`src/source/isaPkg.sv`:
```
// ISA package with opcode and ALU enums, instruction field positions and widths
package isaPkg;

    localparam int wordW    = 16;  // Data and instruction width
    localparam int regAddrW = 3;   // Eight architectural registers
    localparam int memAddrW = 8;   // Both memories hold 256 words
    localparam int opW      = 5;   // Major opcode in bits 15 to 11
    localparam int rsLsb    = 8;   // Rs in bits 10 to 8
    localparam int rtLsb    = 5;   // Rt of R-format, Rd of I-format 1
    localparam int rdRLsb   = 2;   // Rd of R-format in bits 4 to 2

    // Grouped by format, as in the decoder
    typedef enum logic [opW-1:0] {
        opHalt  = 5'b00000, opNop   = 5'b00001, opSiic  = 5'b00010, opRti   = 5'b00011,
        opJ     = 5'b00100, opJr    = 5'b00101, opJal   = 5'b00110, opJalr  = 5'b00111,
        opAddi  = 5'b01000, opSubi  = 5'b01001, opXori  = 5'b01010, opAndni = 5'b01011,
        opBeqz  = 5'b01100, opBnez  = 5'b01101, opBltz  = 5'b01110, opBgez  = 5'b01111,
        opSt    = 5'b10000, opLd    = 5'b10001, opSlbi  = 5'b10010, opStu   = 5'b10011,
        opRoli  = 5'b10100, opSlli  = 5'b10101, opRori  = 5'b10110, opSrli  = 5'b10111,
        opLbi   = 5'b11000, opBtr   = 5'b11001, opShiftR = 5'b11010, opAluR = 5'b11011,
        opSeq   = 5'b11100, opSlt   = 5'b11101, opSle   = 5'b11110, opSco   = 5'b11111
    } opcodeE;

    typedef enum logic [4:0] {
        aluAdd, aluSub, aluXor, aluAndn,  // Sub is operand B minus A
        aluRol, aluSll, aluRor, aluSrl,   // Shift amount from B[3:0]
        aluBtr, aluSeq, aluSlt, aluSle, aluSco,
        aluPassB,                         // LBI
        aluSlbi
    } aluOpE;

    typedef enum logic [2:0] {
        immSext5, immZext5, immSext8, immZext8, immSext11
    } immSelE;

    typedef enum logic [1:0] {
        destRs, destRdR, destRdI, destR7
    } destSelE;

endpackage
```
`src/source/regFile.sv`:
```
// Register file of eight 16-bit registers, two combinational reads, one write
`timescale 1ns/10ps
module regFile (
    input  logic                        clk,
    input  logic                        rst,
    input  logic [isaPkg::regAddrW-1:0] rsIdx,
    input  logic [isaPkg::regAddrW-1:0] rtIdx,
    output logic [isaPkg::wordW-1:0]    rsData,
    output logic [isaPkg::wordW-1:0]    rtData,
    input  logic                        wrEn,
    input  logic [isaPkg::regAddrW-1:0] wrIdx,
    input  logic [isaPkg::wordW-1:0]    wrData
);
    import isaPkg::*;

    logic [wordW-1:0] regs [2**regAddrW];

    always_ff @(posedge clk) begin
        if (rst) begin
            for (int i = 0; i < 2**regAddrW; i++) begin
                regs[i] <= '0;                 // Architectural state starts at zero
            end
        end else if (wrEn) begin
            regs[wrIdx] <= wrData;
        end
    end

    // Reads see the old value, the write lands on the retiring edge
    assign rsData = regs[rsIdx];
    assign rtData = regs[rtIdx];

endmodule

```
`config.mk`:
```
export PLATFORM = sky130hd
export DESIGN_NAME = regFile
export DESIGN_NICKNAME = d
export VERILOG_FILES = /design/src/source/isaPkg.sv /design/src/source/regFile.sv
export SDC_FILE = /design/constraint.sdc
export NUM_CORES = 1
export LEC_CHECK = 0
export BUFFER_PORTS_ARGS = -buffer_cell sky130_fd_sc_hd__buf_4
export CORE_MARGIN = 8
export CORE_UTILIZATION = 50
export DETAILED_ROUTE_END_ITERATION = 7
export PLACE_DENSITY = 0.66
export SETUP_SLACK_MARGIN = 0.3
export SYNTH_ARGS = -nofsm -noshare
export SYNTH_HDL_FRONTEND = slang
export SYNTH_SLANG_ARGS = --single-unit
```
`constraint.sdc`:
```
create_clock -name clk -period 3.6 [get_ports clk]
set_clock_uncertainty 0.15 [all_clocks]
set_input_delay 0.54 -clock clk [delete_from_list [all_inputs] [get_ports clk]]
set_output_delay 0.54 -clock clk [all_outputs]
set_load 0.03 [all_outputs]
```
==> flow_metrics.env <==
export IMPL_fin_setup_tns_ns=0
export IMPL_drc=0
export IMPL_cts_resized=0
export IMPL_port_buffers=59
export IMPL_yosys_top_cells_count="edfxtp_1 (128), nor3_1 (122), mux4_1 (56)"
export IMPL_async_flop_share_pct=0
export IMPL_crit_top_cell="buf_4"
export IMPL_slowest_delay_ns=0.70
export IMPL_cts_path_max_buffers=2
export IMPL_final_core_util_pct=58.5
export IMPL_cts_htree_levels=4
export IMPL_wirelength_um=16600
export IMPL_dieWidth_um=134
export IMPL_dp_hpwl_um=9750
export IMPL_drt_iter0_drc=428
export IMPL_endpoint_kind="output port"
export IMPL_ys_warn_count=0
export IMPL_num_vias=4238
export IMPL_syn_inst=430
export IMPL_cts_buffers=17
export IMPL_rsz0062_at_grt="no"
export IMPL_nets=508
export IMPL_die_area_um2=18000
export IMPL_synth_edff_count=128
export IMPL_drive_gt1_share_pct=31.7
export IMPL_die_y_um=134
export IMPL_holdWs_ns=0.464
export IMPL_start_util_pct=50.8
export IMPL_ys_seq_area_share_pct=54.9
export IMPL_post_cts_buffers=0
export IMPL_largest_register_ffs=128
export IMPL_grt_busiest_layer="met2"
export IMPL_path_max_fanout=32
export IMPL_setup_viol=0
export IMPL_hold_buffers=0
export IMPL_antenna_found_initial=0
export IMPL_worst_pin_slew_ns=0.876
export IMPL_period_share_pct=78.9
export IMPL_slowest_stage="mux4_4"
export IMPL_met1_usage_pct=23.5
export IMPL_drt_first_pass_iters=4
export IMPL_grt_max_degree=38
export IMPL_cts_root_buffer="clkbuf_16"
export IMPL_yosys_area_top_type="edfxtp_1"
export IMPL_viasPerCell=6.31
export IMPL_io_pins=60
export IMPL_overflow=0
export IMPL_syn_nets=458
export IMPL_drtAntennaViolNets=0
export IMPL_slew_violations=0
export IMPL_ys_seq_elements=128
export IMPL_clk_pin_slew_ns=0.06
export IMPL_hold_violations=0
export IMPL_cts_tree="done"
export IMPL_cp_data_arrival_time_ns=2.15
export IMPL_maxCapViolCount=0
export IMPL_cts_sinks=128
export IMPL_hold_class="input port to register"
export IMPL_max_slew_margin_rel_pct=41.6
export IMPL_layoutNonFillerInstCount=672
export IMPL_grt_use_met3_pct=3.40
export IMPL_place_inst=641
export IMPL_gp_congestion=0.745
export IMPL_synth_most_common_cell="edfxtp_1"
export IMPL_synth_top_area_share_pct=54.9
export IMPL_diodes=0
export IMPL_ir_drop_mv=0.295
export IMPL_top_register="regs"
export IMPL_leakagePower_nw=2.76
export IMPL_core_area_um2=13800
export IMPL_start_kind="input port"
export IMPL_row_count=43
export IMPL_yosysUniqueCellTypes=21
export IMPL_syn_area_um2=7000
export IMPL_crit_required_ns=2.91
export IMPL_reg_top3="regs: 128 flops"
export IMPL_track_usage_pct=18.8
export IMPL_status="finished clean"
export IMPL_wire_per_inst_um=24.6
export IMPL_grt_pass1_vias=4434
export IMPL_syn_to_final_growth_pct=15.2
export IMPL_synth_area_leaders="edfxtp_1 (55%), mux4_1 (21%), nor3_1 (8.7%), mux2_2 (5.1%), mux4_2 (2.3%)"
export IMPL_grt_use_met2_pct=31.9
export IMPL_min_period_ns=2.84
export IMPL_crit_chain="buf_4 > mux4_4 > mux2_2 > buf_4"
export IMPL_cellPowerDensity_nw_per_um2=496
export IMPL_max_freq_ghz=0.352
export IMPL_critPathKind="input port to output port"
export IMPL_grt_pass1_wl_um=25200
export IMPL_syn_mean_instance_area_um2=16.3
export IMPL_synth_main_ff_cell="edfxtp_1"
power by group:
part / total (mW) / internal (mW) / switching (mW)
clock: 1.61 / 1.00 / 0.609
combinational: 0.607 / 0.265 / 0.343
sequential: 1.77 / 1.74 / 0.0390
cell families after synthesis:
| family | count (synthesis) | share of synthesized area [%] |
|---|---|---|
| AOI/OAI and AO/OA | 8 | 0.858 |
| buffers and inverters | 64 | 5.31 |
| DFF | 128 | 54.9 |
| muxes | 96 | 28.8 |
| and+or+nand+nor | 134 | 10.1 |
metrics by stage:
stage | instance area (um2) | setup slack (ns) | power [mW]
after CTS | 8060 | 0.723 | 4.02
after detailed placement | 7510 | 0.727 | 2.42
after global placement | 7510 | 0.745 | 2.40
final | 8060 | 0.760 | 4.00
after global routing | 8060 | 0.692 | 4.11
after floorplan | 7000 | 0.892 | 2.21
cells in the final DEF (no fill, tap or decap):
| cell | count |
|---|---|
| nand3b_1 | 1 |
| or3b_2 | 1 |
| bufinv_16 | 2 |
| mux4_4 | 1 |
| clkinvlp_4 | 3 |
| mux4_1 | 56 |
| nor3_1 | 122 |
| buf_4 | 79 |
| mux4_2 | 7 |
| o21bai_1 | 7 |
| nand2_1 | 1 |
| clkinv_2 | 5 |
| clkinv_1 | 17 |
| nor3_2 | 6 |
| nand2b_1 | 2 |
| edfxtp_1 | 128 |
| o21bai_2 | 1 |
| mux2_2 | 32 |
| clkbuf_1 | 2 |
| clkinv_4 | 1 |
| or2_2 | 1 |
| clkbuf_16 | 17 |
per-layer routing:
layer | vias to the layer above | wire length, um
met5 | - | 0
met1 | 2193 | 6920
met4 | 0 | 268
met3 | 20 | 767
li1 | 1904 | -
met2 | 121 | 8610
final cells by class:
class,instances,area [um2]
timing repair buffer,79,593
clock inverter,12,120
multi-input combinational,238,2790
fill,1116,5710
inverter,16,60.1
tap,180,225
clock buffer,19,433
sequential,128,3840
critical path, delay by kind of cell:
family                 cells  cell delay, ns
buffers and inverters      2            0.63
muxes                      2            0.98
path summary, 6_finish.rpt:
check             startpoint          to  depth (start not counted)
setup / recovery    rsIdx[0]  rsData[15]                          4
hold / removal     wrData[3]  regs[5][3]                          3
No activity file was read; power rests on OpenSTA's default activity.
