--- src/source/isaPkg.sv ---
// ISA package with opcode and ALU enums, instruction field positions and widths
package isaPkg;

    localparam int wordW    = 16;  // Data and instruction width
    localparam int regAddrW = 3;   // Eight architectural registers
    localparam int memAddrW = 8;   // Both memories hold 256 words
    localparam int opW      = 5;   // Major opcode in bits 15 to 11
    localparam int rsLsb    = 8;   // Rs in bits 10 to 8
    localparam int rtLsb    = 5;   // Rt of R-format, Rd of I-format 1
    localparam int rdRLsb   = 2;   // Rd of R-format in bits 4 to 2

    // Grouped by format, as in the decoder
    typedef enum logic [opW-1:0] {
        opHalt  = 5'b00000, opNop   = 5'b00001, opSiic  = 5'b00010, opRti   = 5'b00011,
        opJ     = 5'b00100, opJr    = 5'b00101, opJal   = 5'b00110, opJalr  = 5'b00111,
        opAddi  = 5'b01000, opSubi  = 5'b01001, opXori  = 5'b01010, opAndni = 5'b01011,
        opBeqz  = 5'b01100, opBnez  = 5'b01101, opBltz  = 5'b01110, opBgez  = 5'b01111,
        opSt    = 5'b10000, opLd    = 5'b10001, opSlbi  = 5'b10010, opStu   = 5'b10011,
        opRoli  = 5'b10100, opSlli  = 5'b10101, opRori  = 5'b10110, opSrli  = 5'b10111,
        opLbi   = 5'b11000, opBtr   = 5'b11001, opShiftR = 5'b11010, opAluR = 5'b11011,
        opSeq   = 5'b11100, opSlt   = 5'b11101, opSle   = 5'b11110, opSco   = 5'b11111
    } opcodeE;

    typedef enum logic [4:0] {
        aluAdd, aluSub, aluXor, aluAndn,  // Sub is operand B minus A
        aluRol, aluSll, aluRor, aluSrl,   // Shift amount from B[3:0]
        aluBtr, aluSeq, aluSlt, aluSle, aluSco,
        aluPassB,                         // LBI
        aluSlbi
    } aluOpE;

    typedef enum logic [2:0] {
        immSext5, immZext5, immSext8, immZext8, immSext11
    } immSelE;

    typedef enum logic [1:0] {
        destRs, destRdR, destRdI, destR7
    } destSelE;

endpackage
--- src/source/corePkg.sv ---
// Core package with the control, program-load, execute and retire bundles
package corePkg;

    typedef struct packed {
        logic                        regWrite;    // Register writeback
        isaPkg::destSelE             destSel;     // Which field names the destination
        isaPkg::aluOpE               aluOp;
        logic                        aluSrcImm;   // B from immediate instead of Rt
        logic                        memEnable;   // Data memory access
        logic                        memWr;
        logic                        wbFromMem;   // LD result
        logic                        branch;
        logic [1:0]                  branchCond;  // Zero, nonzero, negative, non-negative
        logic                        jump;
        logic                        regJump;     // Target from Rs
        logic                        link;        // R7 gets PC plus 2
        logic                        halt;
        logic                        illegal;
    } ctrlT;

    typedef struct packed {
        logic                        wrEn;
        logic [isaPkg::memAddrW-1:0] addr;        // Word index
        logic [isaPkg::wordW-1:0]    data;
    } progLoadT;

    typedef struct packed {
        logic [isaPkg::wordW-1:0]    aluOut;
        logic [isaPkg::wordW-1:0]    nextPc;
        logic                        taken;       // Branch taken or jump
        logic                        halt;
    } execT;

    typedef struct packed {
        logic                        valid;
        logic [isaPkg::wordW-1:0]    pc;
        logic [isaPkg::wordW-1:0]    instr;
        logic                        regWrite;
        logic [isaPkg::regAddrW-1:0] wrReg;
        logic [isaPkg::wordW-1:0]    wrData;
        logic                        memWr;
        logic [isaPkg::wordW-1:0]    memAddr;     // Byte address, 0 without access
        logic [isaPkg::wordW-1:0]    memData;     // Stored or loaded word
        logic                        halt;
        logic                        illegal;
    } retireT;

endpackage

--- src/source/aluExecute.sv ---
// ALU execute with operand select, ALU, branch condition and next PC
`timescale 1ns/10ps
module aluExecute (
    input  logic [isaPkg::wordW-1:0] pc,
    input  logic [isaPkg::wordW-1:0] rsData,
    input  logic [isaPkg::wordW-1:0] rtData,
    input  logic [isaPkg::wordW-1:0] imm,
    input  corePkg::ctrlT            ctrl,
    output corePkg::execT            exec
);
    import isaPkg::*;

    logic [wordW-1:0]   opA;
    logic [wordW-1:0]   opB;
    logic [3:0]         shAmt;
    logic [2*wordW-1:0] rolW;      // Doubled word, rotate falls out of a shift
    logic [2*wordW-1:0] rorW;
    logic [wordW:0]     sum;       // Carry out on top for SCO
    logic [wordW-1:0]   aluOut;
    logic [wordW-1:0]   pcInc;
    logic [wordW-1:0]   nextPc;
    logic               condMet;
    logic               taken;

    assign opA   = rsData;
    assign opB   = ctrl.aluSrcImm ? imm : rtData;
    assign shAmt = opB[3:0];
    assign rolW  = {opA, opA} << shAmt;
    assign rorW  = {opA, opA} >> shAmt;
    assign sum   = {1'b0, opA} + {1'b0, opB};
    assign pcInc = pc + wordW'(2);

    always_comb begin
        case (ctrl.aluOp)
            aluAdd:  aluOut = sum[wordW-1:0];
            aluSub:  aluOut = opB - opA;             // SUB and SUBI take B minus A
            aluXor:  aluOut = opA ^ opB;
            aluAndn: aluOut = opA & ~opB;
            aluRol:  aluOut = rolW[2*wordW-1 -: wordW];
            aluSll:  aluOut = opA << shAmt;
            aluRor:  aluOut = rorW[wordW-1:0];
            aluSrl:  aluOut = opA >> shAmt;
            aluBtr:  aluOut = {<<{opA}};             // Bit reverse
            aluSeq:  aluOut = wordW'(opA == opB);
            aluSlt:  aluOut = wordW'($signed(opA) < $signed(opB));
            aluSle:  aluOut = wordW'($signed(opA) <= $signed(opB));
            aluSco:  aluOut = wordW'(sum[wordW]);
            aluSlbi: aluOut = {opA[7:0], 8'h00} | opB;
            default: aluOut = opB;                   // LBI passes the immediate
        endcase
    end

    always_comb begin
        case (ctrl.branchCond)
            2'b00:   condMet = (rsData == '0);       // BEQZ
            2'b01:   condMet = (rsData != '0);       // BNEZ
            2'b10:   condMet = rsData[wordW-1];      // BLTZ
            default: condMet = ~rsData[wordW-1];     // BGEZ
        endcase
    end

    assign taken = ctrl.jump | (ctrl.branch & condMet);

    always_comb begin
        if (ctrl.halt) begin
            nextPc = pc;                             // Halting word holds the PC
        end else if (ctrl.regJump) begin
            nextPc = rsData + imm;                   // JR and JALR
        end else if (taken) begin
            nextPc = pcInc + imm;
        end else begin
            nextPc = pcInc;
        end
    end

    assign exec = '{aluOut: aluOut, nextPc: nextPc, taken: taken, halt: ctrl.halt};

endmodule

--- config.mk ---
export PLATFORM = sky130hd
export DESIGN_NAME = aluExecute
export DESIGN_NICKNAME = d
export VERILOG_FILES = /design/src/source/isaPkg.sv /design/src/source/corePkg.sv /design/src/source/aluExecute.sv
export SDC_FILE = /design/constraint.sdc
export NUM_CORES = 1
export LEC_CHECK = 0
export BUFFER_PORTS_ARGS = -buffer_cell sky130_fd_sc_hd__buf_2
export CAP_MARGIN = 15
export CORE_MARGIN = 3
export CORE_UTILIZATION = 42
export DETAILED_ROUTE_END_ITERATION = 8
export SETUP_SLACK_MARGIN = 0.4
export SLEW_MARGIN = 20
export SYNTH_ARGS = -nofsm -noshare
export SYNTH_HDL_FRONTEND = slang
export SYNTH_SLANG_ARGS = --single-unit
--- constraint.sdc ---
create_clock -name vclk -period 14.31
set_clock_uncertainty 0.2 [all_clocks]
set_input_delay 4.293 -clock vclk [all_inputs]
set_output_delay 4.293 -clock vclk [all_outputs]
set_load 0.01 [all_outputs]
==> metrics <==
antenna violations before repair=0; antenna diode count=0; area added between synthesis and finish=9.845%; global route total overflow=0; result of the run=finished clean; Hold Crit Depth=4; Period minus WS final=13.01 ns; number of nets at the end of the flow=1261; proportion of synthesized chip area in sequential cells=0%; initial standard-cell utilization of the core=43.75%; buffers inserted during post-CTS setup optimization=0; multiplexer fraction of the synthesized cell area=12.64%; fraction of power consumed by sequential logic=0%; total routing usage reported by global routing=28.67%; number of filler instances in the final layout=1735; total of warnings raised by yosys=0; portion of the clock cycle consumed by the worst path in the final layout=90.90%; number of hold violations in the final report=0; Comb pwr share=100.0%; Min-Delay Startpoint=pc[9]; setup repair after global routing missed its margin=false; cts-stage hold buffer count=0; type of element launching the critical path=input port; relative contribution of the clock network to total power=0%; internal cell power=0.0001368 W; post-synthesis share of cell area spent on full adders, half adders and majority gates=17.56%; data arrival time of the critical path=8.51 ns; final antenna-violating net count=0; Worst Tran Pin Value=0.8290 ns; headroom to the max-slew limit=44.22%; number of nets in the synthesized netlist=1199; Core Footprint=15540 sq um; Detailed Place HPWL=21.45 mm; width of the chip=133.2 um; wire length per cell=20.99 um; number of placed cells counting well taps=1293; total number of sequential cells=0; via count of the first global-routing pass=7317; Detailed Routing Iterations Pass 1=5; library cell with the largest summed area after synthesis=sky130_fd_sc_hd__ha_1; Top-Level Pins=118; die footprint=17750 sq um; complex-gate fraction of the synthesized area=32.28%; Max Clock Freq=76.88 MHz; share of Yosys cell area claimed by the top area cell type=16.38%; Layout clock buffers=0; worst-path fanout max=29; Die Y-Extent=133.2 um; FP Rows=45; dominant combinational cell family by area after synthesis=compound AO/OA/AOI/OAI gates; Net Sw Frac=61.57%; Pins Over Slew Limit=0; cell with the most instances after synthesis=sky130_fd_sc_hd__nand2_1; area taken by flip-flops and latches=0 sq um; First DRT Iteration DRCs=976; IO buf count=110; vias=8090; post-route worst hold slack=8.720 ns; Critical Setup Path Class=in2out; synthesized-area fraction occupied by and/or/nand/nor cells=22.73%; synthesized area per cell=6.653 sq um; layout cells sized above 1=14.51%; post-route cell area=7468 sq um; classification of the worst-slack hold path=in2out; total DRC errors in the routed layout=0; sum of routed wire length over all layers=27.13 mm; wire length of the first global-routing pass=41.50 mm; netlist area before placement=6799 sq um; pin count of the biggest net entering global routing=36; commonest cells in the synthesized netlist=110 x sky130_fd_sc_hd__nand2_1, 99 x sky130_fd_sc_hd__nor2_1, 90 x sky130_fd_sc_hd__a21oi_1, 89 x sky130_fd_sc_hd__ha_1, 72 x sky130_fd_sc_hd__o21ai_0; number of instances in the synthesized netlist=1022; leakage power summed over all cells=3.329 nW; final non-filler cell total=1293; kind of end point of the critical path=output pin; total negative setup slack=0 ns; power density relative to cell area=47.65 nW/um^2; post-synthesis share of cell area spent on xor and xnor gates=7.343%; endpoint required time on the critical path=9.82 ns; mean number of vias per cell=6.257; top cells by area, synth=sky130_fd_sc_hd__ha_1 16%, sky130_fd_sc_hd__mux2i_1 8.8%, sky130_fd_sc_hd__a21oi_1 6.6%, sky130_fd_sc_hd__nand2_1 6.1%, sky130_fd_sc_hd__xnor2_1 5.5%; number of max-capacitance violations reported=0; largest voltage drop on the vdd net=0.00002479 V; final weighted congestion in routability-driven placement=1.007; setup violation total in the final timing report=0; placed inst area=7468 sq um; Synth cell types=68; post-CTS sizing=0; net switching component of the power=0.0002191 W; Power, Total=0.0003559 W; endpoint of the worst hold-timing path=exec[11]
[worst max path at each step]
stage,startpoint,endpoint,slack (ns),cells past startpoint
after floorplan,ctrl[11],exec[31],2.51,12
after global placement,ctrl[11],exec[32],1.39,17
after detailed placement,ctrl[11],exec[32],1.34,17
after CTS,ctrl[11],exec[32],1.34,17
after global routing,ctrl[11],exec[30],0.98,17
final,ctrl[11],exec[32],1.30,17
[worst max-delay path: stages]
cell	delay (ns)
sky130_fd_sc_hd__buf_2	0.46
sky130_fd_sc_hd__mux2i_4	0.11
sky130_fd_sc_hd__buf_4	0.26
sky130_fd_sc_hd__inv_2	0.47
sky130_fd_sc_hd__ha_1	0.27
sky130_fd_sc_hd__inv_1	0.05
sky130_fd_sc_hd__fa_1	0.41
sky130_fd_sc_hd__o21bai_1	0.15
sky130_fd_sc_hd__a21oi_1	0.13
sky130_fd_sc_hd__o21ai_0	0.27
sky130_fd_sc_hd__nand2_1	0.09
sky130_fd_sc_hd__o41ai_1	0.51
sky130_fd_sc_hd__o41ai_1	0.21
sky130_fd_sc_hd__o31a_1	0.33
sky130_fd_sc_hd__xor2_1	0.15
sky130_fd_sc_hd__a21o_1	0.19
sky130_fd_sc_hd__buf_2	0.13
[layer usage]
metal | wire (um) | up-vias | GRT usage, %
met2 | 11880 | 375 | 44.50
met4 | 769 | 0 | 7.714
li1 | - | 3887 | -
met5 | 0 | - | 0
met3 | 2320 | 64 | 2.795
met1 | 12160 | 3764 | 42.18
[layout make-up]
type	instances	area, sq um	area share [%]
repair buffers	124	655.6	8.779
inverters	60	227.7	3.049
well taps	211	264.0	3.535
multi-input cells	898	6321	84.64
[cells by family after synthesis]
family | after synthesis
buffers and inverters | 124
and+or+nand+nor | 337
AOI/OAI and AO/OA | 334
muxes | 77
adders and majority gates | 93
xor gates and xnor gates | 57
[placed cells by master, fill, tap and decap left out, drive strengths merged, types with 14 or more instances in the layout]
master / n
nand2b: 19
mux2i: 62
a211oi: 19
nor3: 25
inv: 60
ha: 89
xor2: 14
o211ai: 16
nand3: 24
nand2: 110
buf: 124
a21oi: 90
xnor2: 43
nor2: 99
o21ai: 77
[through the flow]
step	worst slack, ns	util (%)
2_1_floorplan	2.511	-
3_3_place_gp	1.393	48.06
3_5_place_dp	1.343	48.06
4_1_cts	1.337	48.06
5_1_grt	0.9811	48.06
6_report	1.302	48.06
[power groups by stage]
stage               clock network (W)  logic, W  registers (W)
finish                              0  0.000356              0
global route                        0  0.000387              0
CTS                                 0  0.000350              0
detailed placement                  0  0.000348              0
global placement                    0  0.000347              0
floorplan                           0  0.000247              0
(Power assumes the default switching activity.)
